--- src/verilog/x1_pkg.sv ---
/* shared types for the x1 glue logic: cpu bus, device read path, sd/mmc spi port
   read strobes are active low as on the z80 bus, chip selects active high */
package x1_pkg;

  // ------------------------------------------------------------
  // cpu bus
  // ------------------------------------------------------------
  typedef logic [15:0] bus_addr_t;   // z80 address
  typedef logic [7:0]  bus_data_t;   // z80 data byte

  // cpu bus as seen by the glue logic, 26 bits
  typedef struct packed {
    bus_addr_t addr;
    bus_data_t wdata;                // cpu write data
    logic      rd_n;
    logic      wr_n;
  } cpu_bus_t;

  // read enables, from the external decoder and devices
  typedef struct packed {
    logic fdc_cs;                    // 5" fdc
    logic sub_doe;                   // sub cpu drives data
    logic pia_cs;                    // 8255
    logic psg_cs;                    // ay-3-8910 / joystick
    logic exrom_cs;                  // expansion rom window, spi port here
    logic mem_cs;                    // ipl | main ram | gram planes, or'ed outside
  } dev_sel_t;

  // read bytes of the external devices, 40 bits
  typedef struct packed {
    bus_data_t fdc;
    bus_data_t sub;
    bus_data_t pia;
    bus_data_t psg;
    bus_data_t mem;
  } dev_rdata_t;

  // idle data bus, pull-ups and and-tie
  localparam bus_data_t BUS_FREE = 8'hff;

  // ------------------------------------------------------------
  // spi port and clocking
  // ------------------------------------------------------------
  typedef logic [3:0] spi_count_t;   // bits left in transfer
  typedef logic [1:0] spi_sel_t;     // [1] mmc card, [0] config rom (no device)
  typedef logic [2:0] clk_phase_t;   // cpu clock divider phase, 8 per cpu cycle

  // bit sequencer
  typedef enum logic [1:0] {
    spi_idle,
    spi_clk_low,                     // bit pending, sclk low
    spi_clk_high                     // sclk high, card bit taken
  } spi_state_t;

endpackage

--- src/verilog/clock_reset_gen.sv ---
/* cpu clock is clk32M/8 with rise and fall strobes one cycle ahead of the edge
   sys_reset holds 16 cycles past clk_reset and follows ipl_n low at once */
module clock_reset_gen #(
  parameter x1_pkg::clk_phase_t RISE_PHASE = 3'd6,  // phase before cpu_clk rise
  parameter x1_pkg::clk_phase_t FALL_PHASE = 3'd2   // phase before cpu_clk fall
) (
  input  logic clk32M,
  input  logic clk_reset,
  input  logic ipl_n,         // ipl reset button, low active
  output logic cpu_clk,       // 4 MHz
  output logic cpu_rise,      // 1 cycle strobe, cpu_clk rises next cycle
  output logic cpu_fall,      // 1 cycle strobe, cpu_clk falls next cycle
  output logic clk2M,
  output logic sys_reset
);
  import x1_pkg::*;

  logic [3:0] base_cnt;       // free running, clk2M and reset delay
  clk_phase_t phase;
  logic       reset_dly;

  // ------------------------------------------------------------
  // base counter
  // ------------------------------------------------------------
  always_ff @(posedge clk32M or posedge clk_reset)
  begin
    if (clk_reset)
      base_cnt <= 4'h0;
    else
      base_cnt <= base_cnt + 4'h1;
  end

  assign clk2M = base_cnt[3];  // 16 cycle period

  // power-on reset stretch, released at the first counter wrap
  always_ff @(posedge clk32M or posedge clk_reset)
  begin
    if (clk_reset)
      reset_dly <= 1'b1;
    else if (base_cnt == 4'hf)
      reset_dly <= 1'b0;
  end

  assign sys_reset = reset_dly | ~ipl_n;  // ipl button bypasses the delay

  // ------------------------------------------------------------
  // cpu clock divider
  // ------------------------------------------------------------
  always_ff @(posedge clk32M or posedge clk_reset)
  begin
    if (clk_reset)
    begin
      phase    <= '0;
      cpu_rise <= 1'b0;
      cpu_fall <= 1'b0;
      cpu_clk  <= 1'b0;
    end
    else
    begin
      // wraps every 8 cycles, back at zero right after a rise pulse at the default phases
      phase    <= phase + 3'd1;
      cpu_rise <= (phase == RISE_PHASE);
      cpu_fall <= (phase == FALL_PHASE);
      // level follows the strobes one cycle later
      if (cpu_rise)
        cpu_clk <= 1'b1;
      else if (cpu_fall)
        cpu_clk <= 1'b0;
    end
  end

  // strobes from one phase counter, distinct phases never meet
  a_edges_apart: assert property (@(posedge clk32M) disable iff (clk_reset)
    !(cpu_rise && cpu_fall));

endmodule

--- src/verilog/spi_bit_fsm.sv ---
/* bit sequencer of the spi port in the expansion rom window
   a port write loads the bit count from addr[3:0], 2 clk32M cycles per bit */
module spi_bit_fsm (
  input  logic             clk32M,
  input  logic             clk_reset,
  input  logic             sys_reset,   // sync clear
  input  x1_pkg::cpu_bus_t bus,
  input  logic             exrom_cs,
  output logic             load,        // port write in progress
  output logic             shift,       // take card bit, sclk rises next
  output logic             sclk
);
  import x1_pkg::*;

  spi_state_t state;
  spi_count_t count;          // bits still to clock
  logic       port_wr;

  // ------------------------------------------------------------
  // port write decode
  // ------------------------------------------------------------
  assign port_wr = exrom_cs & ~bus.wr_n;
  assign load    = port_wr;           // held for the whole write

  // a write or a reset cancels a pending bit
  assign shift = (state == spi_clk_low) & ~port_wr & ~sys_reset;

  // ------------------------------------------------------------
  // sequencer
  // ------------------------------------------------------------
  always_ff @(posedge clk32M or posedge clk_reset)
  begin
    if (clk_reset)
    begin
      state <= spi_idle;
      count <= '0;
      sclk  <= 1'b0;
    end
    else if (sys_reset)
    begin
      state <= spi_idle;
      count <= '0;
      sclk  <= 1'b0;
    end
    else if (port_wr)
    begin
      count <= bus.addr[3:0];         // reloaded every write cycle
      state <= spi_idle;
      sclk  <= 1'b0;
    end
    else
    begin
      case (state)
        spi_idle:
        begin
          if (count != '0)
            state <= spi_clk_low;     // transfer pending after write
        end
        spi_clk_low:
        begin
          sclk  <= 1'b1;              // rising edge, bit shifted in
          state <= spi_clk_high;
        end
        spi_clk_high:
        begin
          sclk  <= 1'b0;
          count <= count - 4'd1;
          if (count == 4'd1)
            state <= spi_idle;        // last bit, sclk ends low
          else
            state <= spi_clk_low;
        end
        default:
          state <= spi_idle;
      endcase
    end
  end

  // every shift is the rising edge of the serial clock
  a_shift_rises: assert property (@(posedge clk32M) disable iff (clk_reset)
    shift |-> (state == spi_clk_low) ##1 sclk);

  // no stray clock pulse outside a transfer
  a_idle_sclk_low: assert property (@(posedge clk32M) disable iff (clk_reset)
    (state == spi_idle) |-> !sclk);

endmodule

--- src/verilog/spi_shift_reg.sv ---
/* spi data path: lsb first receive, card select and mosi latch
   addr[5:4] selects the device, addr[6] high keeps the old shift data */
module spi_shift_reg (
  input  logic              clk32M,
  input  logic              clk_reset,
  input  logic              sys_reset,   // sync clear
  input  x1_pkg::cpu_bus_t  bus,
  input  logic              load,
  input  logic              shift,
  input  logic              sclk,
  input  logic              miso,
  output x1_pkg::bus_data_t rx_byte,
  output logic              mmc_cs_n,
  output logic              mosi
);
  import x1_pkg::*;

  spi_sel_t  sel;             // bit 0 config rom, not fitted
  bus_data_t sreg;
  logic      rx_bit;

  // only the mmc card returns data, zeros otherwise
  assign rx_bit = sel[1] ? miso : 1'b0;

  // ------------------------------------------------------------
  // select and mosi
  // ------------------------------------------------------------
  always_ff @(posedge clk32M or posedge clk_reset)
  begin
    if (clk_reset)
    begin
      sel  <= '0;
      mosi <= 1'b0;
    end
    else if (sys_reset)
    begin
      sel  <= '0;
      mosi <= 1'b0;
    end
    else
    begin
      if (load)
        sel <= bus.addr[5:4];
      // mosi only moves while sclk is low
      if (!sclk)
        mosi <= bus.wdata[0];
    end
  end

  assign mmc_cs_n = ~sel[1];

  // ------------------------------------------------------------
  // shift register
  // ------------------------------------------------------------
  always_ff @(posedge clk32M)
  begin
    if (load)
    begin
      if (!bus.addr[6])
        sreg <= bus.wdata;            // preset, usually 8'hff for reads
    end
    else if (shift)
      sreg <= {rx_bit, sreg[7:1]};    // new bit on top, lsb first
  end

  assign rx_byte = sreg;

endmodule

--- src/verilog/bus_read_mux.sv ---
/* cpu read data select, purely combinational
   enables are expected only during a read cycle, priority decides overlaps */
module bus_read_mux (
  input  x1_pkg::dev_sel_t   sel,
  input  x1_pkg::dev_rdata_t rdata,
  input  x1_pkg::bus_data_t  spi_byte,   // spi receive register
  output x1_pkg::bus_data_t  rd_data
);
  import x1_pkg::*;

  // ------------------------------------------------------------
  // fixed priority, fdc highest
  // ------------------------------------------------------------
  always_comb
  begin
    if (sel.fdc_cs)
      rd_data = rdata.fdc;
    else if (sel.sub_doe)
      rd_data = rdata.sub;            // sub cpu / key data
    else if (sel.pia_cs)
      rd_data = rdata.pia;
    else if (sel.psg_cs)
      rd_data = rdata.psg;            // joystick ports
    else if (sel.exrom_cs)
      rd_data = spi_byte;             // expansion rom window reads the spi port
    else if (sel.mem_cs)
      rd_data = rdata.mem;            // ipl, main ram, graphic planes
    else
      rd_data = BUS_FREE;             // nothing drives, pulled high
  end

endmodule

--- src/verilog/x1_glue_top.sv ---
/* x1 glue: clock/reset generator, sd/mmc spi port and cpu read mux
   chip selects and other device read data come from outside */
module x1_glue_top #(
  parameter x1_pkg::clk_phase_t RISE_PHASE = 3'd6,
  parameter x1_pkg::clk_phase_t FALL_PHASE = 3'd2
) (
  input  logic               clk32M,
  input  logic               clk_reset,
  input  logic               ipl_n,
  input  x1_pkg::cpu_bus_t   bus,
  input  x1_pkg::dev_sel_t   sel,
  input  x1_pkg::dev_rdata_t rdata,
  input  logic               miso,      // card data out
  output logic               cpu_clk,
  output logic               cpu_rise,
  output logic               cpu_fall,
  output logic               clk2M,
  output logic               sys_reset,
  output x1_pkg::bus_data_t  rd_data,
  output logic               sclk,
  output logic               mosi,
  output logic               mmc_cs_n
);
  import x1_pkg::*;

  logic      spi_load;
  logic      spi_shift;
  bus_data_t spi_rx;

  // ------------------------------------------------------------
  // clocks and reset
  // ------------------------------------------------------------
  clock_reset_gen #(
    .RISE_PHASE (RISE_PHASE),
    .FALL_PHASE (FALL_PHASE)
  ) u_clock_reset_gen (
    .clk32M    (clk32M),
    .clk_reset (clk_reset),
    .ipl_n     (ipl_n),
    .cpu_clk   (cpu_clk),
    .cpu_rise  (cpu_rise),
    .cpu_fall  (cpu_fall),
    .clk2M     (clk2M),
    .sys_reset (sys_reset)
  );

  // ------------------------------------------------------------
  // spi port
  // ------------------------------------------------------------
  spi_bit_fsm u_spi_bit_fsm (
    .clk32M    (clk32M),
    .clk_reset (clk_reset),
    .sys_reset (sys_reset),
    .bus       (bus),
    .exrom_cs  (sel.exrom_cs),
    .load      (spi_load),
    .shift     (spi_shift),
    .sclk      (sclk)
  );

  spi_shift_reg u_spi_shift_reg (
    .clk32M    (clk32M),
    .clk_reset (clk_reset),
    .sys_reset (sys_reset),
    .bus       (bus),
    .load      (spi_load),
    .shift     (spi_shift),
    .sclk      (sclk),
    .miso      (miso),
    .rx_byte   (spi_rx),
    .mmc_cs_n  (mmc_cs_n),
    .mosi      (mosi)
  );

  // cpu read path
  bus_read_mux u_bus_read_mux (
    .sel       (sel),
    .rdata     (rdata),
    .spi_byte  (spi_rx),
    .rd_data   (rd_data)
  );

endmodule

--- config.mk ---
export PLATFORM = sky130hd
export DESIGN_NAME = x1_glue_top
export DESIGN_NICKNAME = d
export VERILOG_FILES = /design/src/verilog/x1_pkg.sv /design/src/verilog/clock_reset_gen.sv /design/src/verilog/spi_bit_fsm.sv /design/src/verilog/spi_shift_reg.sv /design/src/verilog/bus_read_mux.sv /design/src/verilog/x1_glue_top.sv
export SDC_FILE = /design/constraint.sdc
export NUM_CORES = 1
export LEC_CHECK = 0
export ABC_AREA = 1
export ABC_CLOCK_PERIOD_IN_PS = 3600
export BUFFER_PORTS_ARGS = -buffer_cell sky130_fd_sc_hd__buf_2
export CAP_MARGIN = 20
export CELL_PAD_IN_SITES_DETAIL_PLACEMENT = 0
export CELL_PAD_IN_SITES_GLOBAL_PLACEMENT = 2
export CORE_MARGIN = 2
export CORE_UTILIZATION = 26
export CTS_BUF_LIST = sky130_fd_sc_hd__clkbuf_8
export DETAILED_ROUTE_END_ITERATION = 12
export GPL_TIMING_DRIVEN = 0
export PLACE_DENSITY = 0.92
export SYNTH_ARGS = -nofsm -noshare
export SYNTH_HDL_FRONTEND = slang
export SYNTH_SLANG_ARGS = --single-unit
--- constraint.sdc ---
create_clock -name clk32M -period 3.6 [get_ports clk32M]
set_input_delay 1.08 -clock clk32M [delete_from_list [all_inputs] [get_ports clk32M]]
set_output_delay 1.08 -clock clk32M [all_outputs]
set_load 0.01 [all_outputs]
* After elaboration in Yosys (flattened, before gate mapping)
Index checks and enable logic that the tools add are counted.
Word-level totals: word-level logic and storage cells 68, input bits 76, register bits after elaboration 29, output and inout port bits 16
Operators by class: $add $sub $neg 3, eq/ne operators 9, bitwise logic cells 9, mux-type cells 27, reductions and logical operators 8
Operator list (number):
- 8-bit 2-to-1 mux | 9
- 4-bit 2-to-1 mux | 3
- 2-bit 2-to-1 mux | 5
- 1-bit 2-to-1 mux | 8
- 4-bit nonzero test | 2
- 2-bit one-hot mux with 3 select lines | 1
- 2-bit nonzero test | 3
- 1-bit NOT | 5
- 4-bit by 1-bit adder with 4-bit output, second input constant | 1
- 4-bit by 1-bit == test with 1-bit output, second input constant | 1
- 4-bit == test, second input constant | 1
- 4-bit by 1-bit != test with 1-bit output, second input constant | 1
- 4-bit by 1-bit subtractor with 4-bit output, second input constant | 1
- 3-bit by 1-bit adder with 3-bit output, second input constant | 1
- 1-bit bitwise AND | 3
- 3-bit by 2-bit == test with 1-bit output, second input constant | 1
- 3-bit == test, second input constant | 1
- 3-bit nonzero test | 1
- 2-bit by 1-bit == test with 1-bit output, second input constant | 1
- 2-bit == test, second input constant | 1
- 2-bit zero test | 1
- 2-bit by 1-bit != test with 1-bit output, second input constant | 1
- 2-bit != test, second input constant | 1
- 1-bit one-hot mux with 2 select lines | 1
- 2 further kinds | 2

* Logic depth before layout (Yosys ltp)
Gate-level depths: netlist of run 1.
depth in word-level cells 7, depth in mapped cells 8, gate-level depth less buffers 8

* Hierarchy
From an unflattened synthesis of run 1, not the netlist that was laid out.
Unflattened totals: cells, all modules 296, area total of the unflattened synthesis 1999.4 sq um
Modules (own cells, without submodules):
- bus_read_mux | seq. area each 0.0 sq um, cells an instance 131, area each 571.8 sq um, times used 1
- spi_bit_fsm | seq. area each 175.2 sq um, cells an instance 80, area each 559.3 sq um, times used 1
- spi_shift_reg | seq. area each 290.3 sq um, cells an instance 49, area each 452.9 sq um, times used 1
- clock_reset_gen | seq. area each 276.5 sq um, cells an instance 36, area each 415.4 sq um, times used 1

* Least setup slack after synthesis of run 1
OpenSTA, ideal clock, no wires.
path kind input to output, from input port sel[3] (netlist name), to output port rd_data[4], path slack 0.824 ns, path buffers 2, required time 2.520 ns, data arrival time 1.696 ns, stages 7, cell sequence clkbuf_2 buf_2 nor2_1 nand2_1 nand2_1 nand2_1 nand2_1
Between the ends: longest elaborated chain between the ends 3
RTL lines:
- from (decl) | line x1_glue_top.sv:11 | input x1_pkg::dev_sel_t sel,
- 8-bit 2-to-1 mux | line bus_read_mux.sv:20 | else if (sel.pia_cs)
- 8-bit 2-to-1 mux | line bus_read_mux.sv:18 | else if (sel.sub_doe)
- 8-bit 2-to-1 mux | line bus_read_mux.sv:16 | if (sel.fdc_cs)
- to (decl) | line x1_glue_top.sv:19 | output x1_pkg::bus_data_t rd_data,
No other way between the ends.

* Worst setup path after layout of run 1
from input port sel[2] (netlist name), to output port rd_data[1]
Between the ends: longest elaborated chain between the ends 4
RTL lines:
- 8-bit 2-to-1 mux | line bus_read_mux.sv:22 | else if (sel.psg_cs)
- 8-bit 2-to-1 mux | line bus_read_mux.sv:20
- 8-bit 2-to-1 mux | line bus_read_mux.sv:18
- 8-bit 2-to-1 mux | line bus_read_mux.sv:16
No other way between the ends.

==> results of run 1 <==
[worst max-delay path by stage]
stage            from         end  slack, ns  depth (start not counted)
2_1_floorplan  sel[3]  rd_data[4]       0.82                          7
3_3_place_gp   sel[2]  rd_data[0]       0.50                          9
3_5_place_dp   sel[2]  rd_data[0]       0.50                          9
4_1_cts        sel[2]  rd_data[0]       0.50                          9
5_1_grt        sel[2]  rd_data[1]       0.35                          9
6_report       sel[2]  rd_data[1]       0.50                          9
[state kept, by name, indices dropped and copies added (netlist names), 2 cells and up]
register,flops
u_spi_bit_fsm.state,2
u_spi_shift_reg.rx_byte,8
u_spi_bit_fsm.count,4
u_clock_reset_gen.base_cnt,4
u_clock_reset_gen.phase,3
[metal layers]
metal  track usage (%)  vias to the layer above  share of wire [%]
met5                 0                        -                  0
met4              2.20                        0               0.77
met3              1.51                        4                7.9
met2              21.5                       69                 46
met1              15.6                      763                 46
li1                  -                      968                  -
[Yosys cell counts (all sizes together)]
master / count / share of area (%)
xnor2: 1 / 0.48
o21bai: 1 / 0.41
dfstp: 1 / 1.4
xor2: 2 / 0.95
nand4: 2 / 0.68
inv: 40 / 8.4
o22ai: 1 / 0.34
dfrtp: 19 / 26
nand2: 104 / 22
o21ai: 12 / 3.9
nor2: 27 / 6.5
ha: 5 / 3.4
nand3: 14 / 3.8
clkbuf: 4 / 1.0
edfxtp: 8 / 13
buf: 7 / 2.7
a21oi: 18 / 5.1
[cell type report]
cell class | count | area, um^2 | area share, %
Buffer | 11 | 68.8 | 2.86
Clock buffer | 3 | 41.3 | 1.72
Clock inverter | 1 | 30.0 | 1.25
Inverter | 40 | 155 | 6.45
Multi-Input combinational cell | 187 | 873 | 36.3
Sequential cell | 28 | 742 | 30.8
Tap cell | 96 | 120 | 4.99
Timing Repair Buffer | 75 | 375 | 15.6
[stage by stage]
stage                     std cells  setup slack, ns  instance area (um^2)  utilization (%)
after CTS                       441            0.498                  2410             35.2
after detailed placement        437            0.503                  2330             34.2
after global routing            441            0.349                  2410             35.2
after floorplan                 266            0.824                  1840                -
final                           441            0.499                  2410             35.2
after global placement          437            0.496                  2330             34.2
[power by group]
group | internal (mW) | switching (mW) | total, mW
Clock | 0.149 | 0.0988 | 0.248
Sequential | 0.346 | 0.0100 | 0.356
Combinational | 0.0789 | 0.107 | 0.186
[kinds of logic after synthesis]
| group | Yosys count |
|---|---|
| simple gates | 147 |
| buf+inv | 51 |
| xor+xnor | 3 |
| compound gates | 32 |
| fa+ha+maj | 5 |
| flops | 28 |
==> key figures, run 1 <==
Run status
  – Status: finished, final reports clean

Final layout
  – Diode count: 0
  – Commonest non-fill, non-tap cell in the layout: nand2_1
  – Fin nets: 427
  – Commonest non-fill, non-tap cells in the layout: nand2_1, buf_2, inv_1
  – # fillers: 787
  – Area Growth Syn to Fin: 30.8%
  – Fraction of layout cells with a size suffix above 1: 30.4%

Setup path
  – R2R Path End: u_spi_shift_reg.rx_byte[6]$_DFFE_PP_
  – Crit-path max FO: 10
  – CP cell instances: buf_2 -> inv_2 -> buf_2 -> nand3_1 -> nand2_1 -> nand2_1 -> nand2_1 -> nand2_1 -> buf_2
  – Cell repeated most along the worst path: nand2_1
  – Reg2reg start: u_clock_reset_gen.reset_dly$_DFFE_PP1N_
  – WS Path Type: input port to primary output
  – Worst EP required: 2.52 ns
  – Reg2Reg Depth: 3
  – Critical path's top delay family: buffers and inverters
  – Flop2flop setup slack: 1.69 ns
  – CP Buf/Inv Count: 4
  – Startpoint Class: input port
  – Critical Path End Type: primary output
  – CP peak stage delay: 0.22 ns
  – Worst EP arrival: 2.02 ns
  – Slowest CP cell: buf_2

Pwr
  – Maximum vdd drop: 0.177 mV
  – Power, Total: 790 uW
  – Static Leak: 1.39 nW
  – P per Cell Area: 328 mW/mm^2

Timing
  – Fmax achieved: 0.323 GHz
  – Setup TNS Final: 0 ns
  – Period utilization: 86.1%
  – Slew headroom: 43.5%
  – Hold Fails Final Rpt: 0
  – Fin. max-slew vios: 0
  – Clock skew: 0.00254 ns
  – Worst hold margin: 0.451 ns
  – Fin crit period: 3.10 ns
  – RSZ-0062 raised after global routing: no
  – Worst Tran Pin Value: 0.847 ns
  – Final setup fails: 0

Clock tree
  – Hold_buf cts: 0
  – H-tree Lvls: 1
  – Clock Tree Root: clkbuf_8
  – CTS buffer count: 3
  – TritonCTS clock tree: built
  – Cts repair resizes: 0
  – Clk_lat worst skew: 0.27 ns
  – Clock Tree Buf Depth: 2
  – Clk slew on worst S/H paths: 0.10 ns
  – Clock sinks: 28
  – Post-CTS Setup Bufs: 0

Drt
  – Vias per cell: 4.09
  – Routed WL: 4.69 mm
  – Wire per inst: 10.6 um
  – DRT iter0 DRCs: 38
  – Via Count: 1804
  – Final ANT Viol Nets: 0
  – DRC violation count after routing: 0
  – Initial DRT Pass Iterations: 4

Global route
  – Gr usage total: 12.0%
  – Vias in the first global route: 1647
  – Antenna violations before repair: 0
  – GRT overflow: 0
  – Global-route wire length before repair: 7.47 mm
  – Largest net degree at the start of global routing: 21

Floorplanning
  – Initial Util: 26.9%
  – Die X: 88.1 um
  – IO Count: 92
  – Die area: 0.00776 mm^2
  – Core area: 0.00683 mm^2
  – Num rows: 30
  – Die height: 88.1 um

Synthesis
  – Cell count after synthesis: 266
  – Multiplexer area fraction after synthesis: 0%
  – Synthesized area: 0.00184 mm^2
  – Compound-Gate Fraction of Synth Area: 9.73%
  – Area share of fa/ha/maj cells after synthesis: 3.40%
  – Mean post-synth cell area: 6.91 um^2
  – Post-Syn Nets: 347
  – Seq/Total Area, Yosys: 40.3%
  – Synth Area in XOR/XNOR: 1.43%
  – Simple-gate share of the synthesized area: 32.9%
  – Post-synth cell types: 29
  – Number of synthesized register bits: 28
  – Largest family of logic cells by synthesized area: simple AND/OR/NAND/NOR gates
  – Synthesis Warnings: 0

Place
  – Port bufs: 75
  – Gpl congestion: 0.823
  – Post-DP HPWL: 3.84 mm

Job
  – MaxCap Viol Count: 0

Worst hold path
  – Min-delay src: u_clock_reset_gen.cpu_fall$_DFF_PP0_
  – Worst hold stages: 1
  – WHS Endpoint: u_clock_reset_gen.cpu_clk$_DFFE_PP0P_
  – Hold WC Path Type: flip-flop to flip-flop
Note: power is estimated with default switching activity, not from simulation.
==> run 2: changes to the inputs <==
- ABC_CLOCK_PERIOD_IN_PS: 3600 -> 3500
- CELL_PAD_IN_SITES_DETAIL_PLACEMENT: 0 -> unset
- CELL_PAD_IN_SITES_GLOBAL_PLACEMENT: 2 -> unset
- CORE_UTILIZATION: 26 -> 47
- PLACE_DENSITY: 0.92 -> 0.86
- clock period: 3.6 -> 3.5 ns (I/O delays scaled with it)
==> key figures, run 2 (same netlist as run 1, synthesis figures left out) <==
Run status
  – Status: finished, final reports clean

Pwr
  – Combinational power share: 23.5%
  – Flop pwr share: 45.2%
  – Static Leak: 1.39 nW
  – Switching Power: 221 uW
  – Power, Total: 812 uW
  – Switching Fraction: 27.3%
  – Clk pwr share: 31.3%
  – P per Cell Area: 346 mW/mm^2
  – Internal power: 591 uW
  – Maximum vdd drop: 0.285 mV

Clock tree
  – Clock Tree Buf Depth: 2
  – Hold_buf cts: 0
  – Clock sinks: 28
  – Clk_lat worst skew: 0.28 ns
  – Post-CTS Setup Bufs: 0
  – CTS buffer count: 3
  – TritonCTS clock tree: built
  – H-tree Lvls: 1
  – Cts repair resizes: 0
  – Clk slew on worst S/H paths: 0.09 ns
  – Clock Tree Root: clkbuf_8

Worst hold path
  – Hold WC Path Type: flip-flop to flip-flop

Drt
  – DRT iter0 DRCs: 76
  – Routed WL: 4.28 mm
  – Wire per inst: 10.9 um
  – Initial DRT Pass Iterations: 4
  – DRC violation count after routing: 0
  – Final ANT Viol Nets: 0
  – Via Count: 1850
  – Vias per cell: 4.71

Final layout
  – Fraction of layout cells with a size suffix above 1: 30.4%
  – Commonest non-fill, non-tap cells in the layout: nand2_1, buf_2, inv_1
  – Fin nets: 427
  – Largest register FFs: 8
  – Design area: 0.00235 mm^2
  – Area Growth Syn to Fin: 27.6%
  – Diode count: 0
  – Commonest non-fill, non-tap cell in the layout: nand2_1

Setup path
  – Crit-path max FO: 10
  – Worst EP arrival: 1.95 ns
  – Startpoint Class: input port
  – Worst EP required: 2.45 ns
  – WS Path Type: input port to primary output
  – Critical Path End Type: primary output

Timing
  – Period utilization: 85.8%
  – Fin crit period: 3.00 ns
  – Clock skew: 0.00245 ns
  – Fin. max-slew vios: 0
  – Setup ws final: 0.498 ns
  – Slew headroom: 49.6%
  – Final setup fails: 0
  – Hold Fails Final Rpt: 0
  – Fmax achieved: 0.333 GHz
  – Setup TNS Final: 0 ns
  – Worst Tran Pin Value: 0.756 ns
  – RSZ-0062 raised after global routing: no

Place
  – Port bufs: 75
  – Post-DP HPWL: 3.46 mm
  – Gpl congestion: 0.958
  – DP Worst Slack: 0.521 ns
  – Placed Area: 0.00227 mm^2

Global route
  – Global-route wire length before repair: 6.69 mm
  – Gr usage total: 19.9%
  – Largest net degree at the start of global routing: 21
  – Vias in the first global route: 1617
  – GRT overflow: 0
  – Antenna violations before repair: 0

Floorplanning
  – Die height: 66.6 um
  – Die area: 0.00443 mm^2
  – Initial Util: 49.5%
  – Core area: 0.00372 mm^2
  – Num rows: 22
  – IO Count: 92
  – Die X: 66.6 um

Job
  – MaxCap Viol Count: 0
## run 2: worst paths after layout
kind | start | to | slack (ns) | cells past startpoint
max in group asynchronous | clk_reset | u_spi_bit_fsm.count[1]$_DFFE_PP0P_ | 2.15 | 2
min | u_clock_reset_gen.phase[0]$_DFF_PP0_ | u_clock_reset_gen.phase[0]$_DFF_PP0_ | 0.45 | 1
min reg2reg | u_clock_reset_gen.phase[0]$_DFF_PP0_ | u_clock_reset_gen.phase[0]$_DFF_PP0_ | 0.45 | 1
max | sel[2] | rd_data[0] | 0.50 | 9
max reg2reg | u_clock_reset_gen.reset_dly$_DFFE_PP1N_ | u_spi_shift_reg.rx_byte[5]$_DFFE_PP_ | 1.70 | 3
min in group asynchronous | clk_reset | u_clock_reset_gen.cpu_rise$_DFF_PP0_ | 0.88 | 2
## run 2: layout make-up
type                       count  area, um^2
fill                         336        1370
multi-input combinational    187         873
sequential                    28         742
timing repair buffer          75         375
inverter                      40         155
buffer                        11        68.8
tap                           48        60.1
clock buffer                   3        41.3
clock inverter                 1        30.0
## run 2: through the flow
step                instances  utilization, %  hold WS, ns
floorplan                 266               -        0.418
global placement          389            61.2        0.428
detailed placement        389            61.2        0.436
CTS                       393            63.1        0.450
global route              393            63.1        0.478
finish                    393            63.1        0.448
## run 2: power by group through the flow
stage / Sequential (mW) / Combinational (mW) / Clock, mW
after CTS: 0.367 / 0.192 / 0.256
after global routing: 0.369 / 0.217 / 0.272
after global placement: 0.372 / 0.186 / 0
after detailed placement: 0.374 / 0.191 / 0
after floorplan: 0.371 / 0.122 / 0
final: 0.367 / 0.191 / 0.254
## run 2: per-layer routing
layer / vias to the layer above / global-route usage, % / part of all wire, %
met2: 73 / 38.1 / 49
met4: 0 / 6.63 / 1.2
met1: 803 / 21.6 / 42
li1: 969 / - / -
met5: - / 0 / 0
met3: 5 / 3.72 / 8.1
## run 2: critical path, cell delays in order
cell and delay, ns:
buf_2 0.10, inv_2 0.09, buf_2 0.21, nand3_1 0.10, nand2_1 0.09, nand2_1 0.07
nand2_1 0.06, nand2_1 0.04, buf_2 0.13
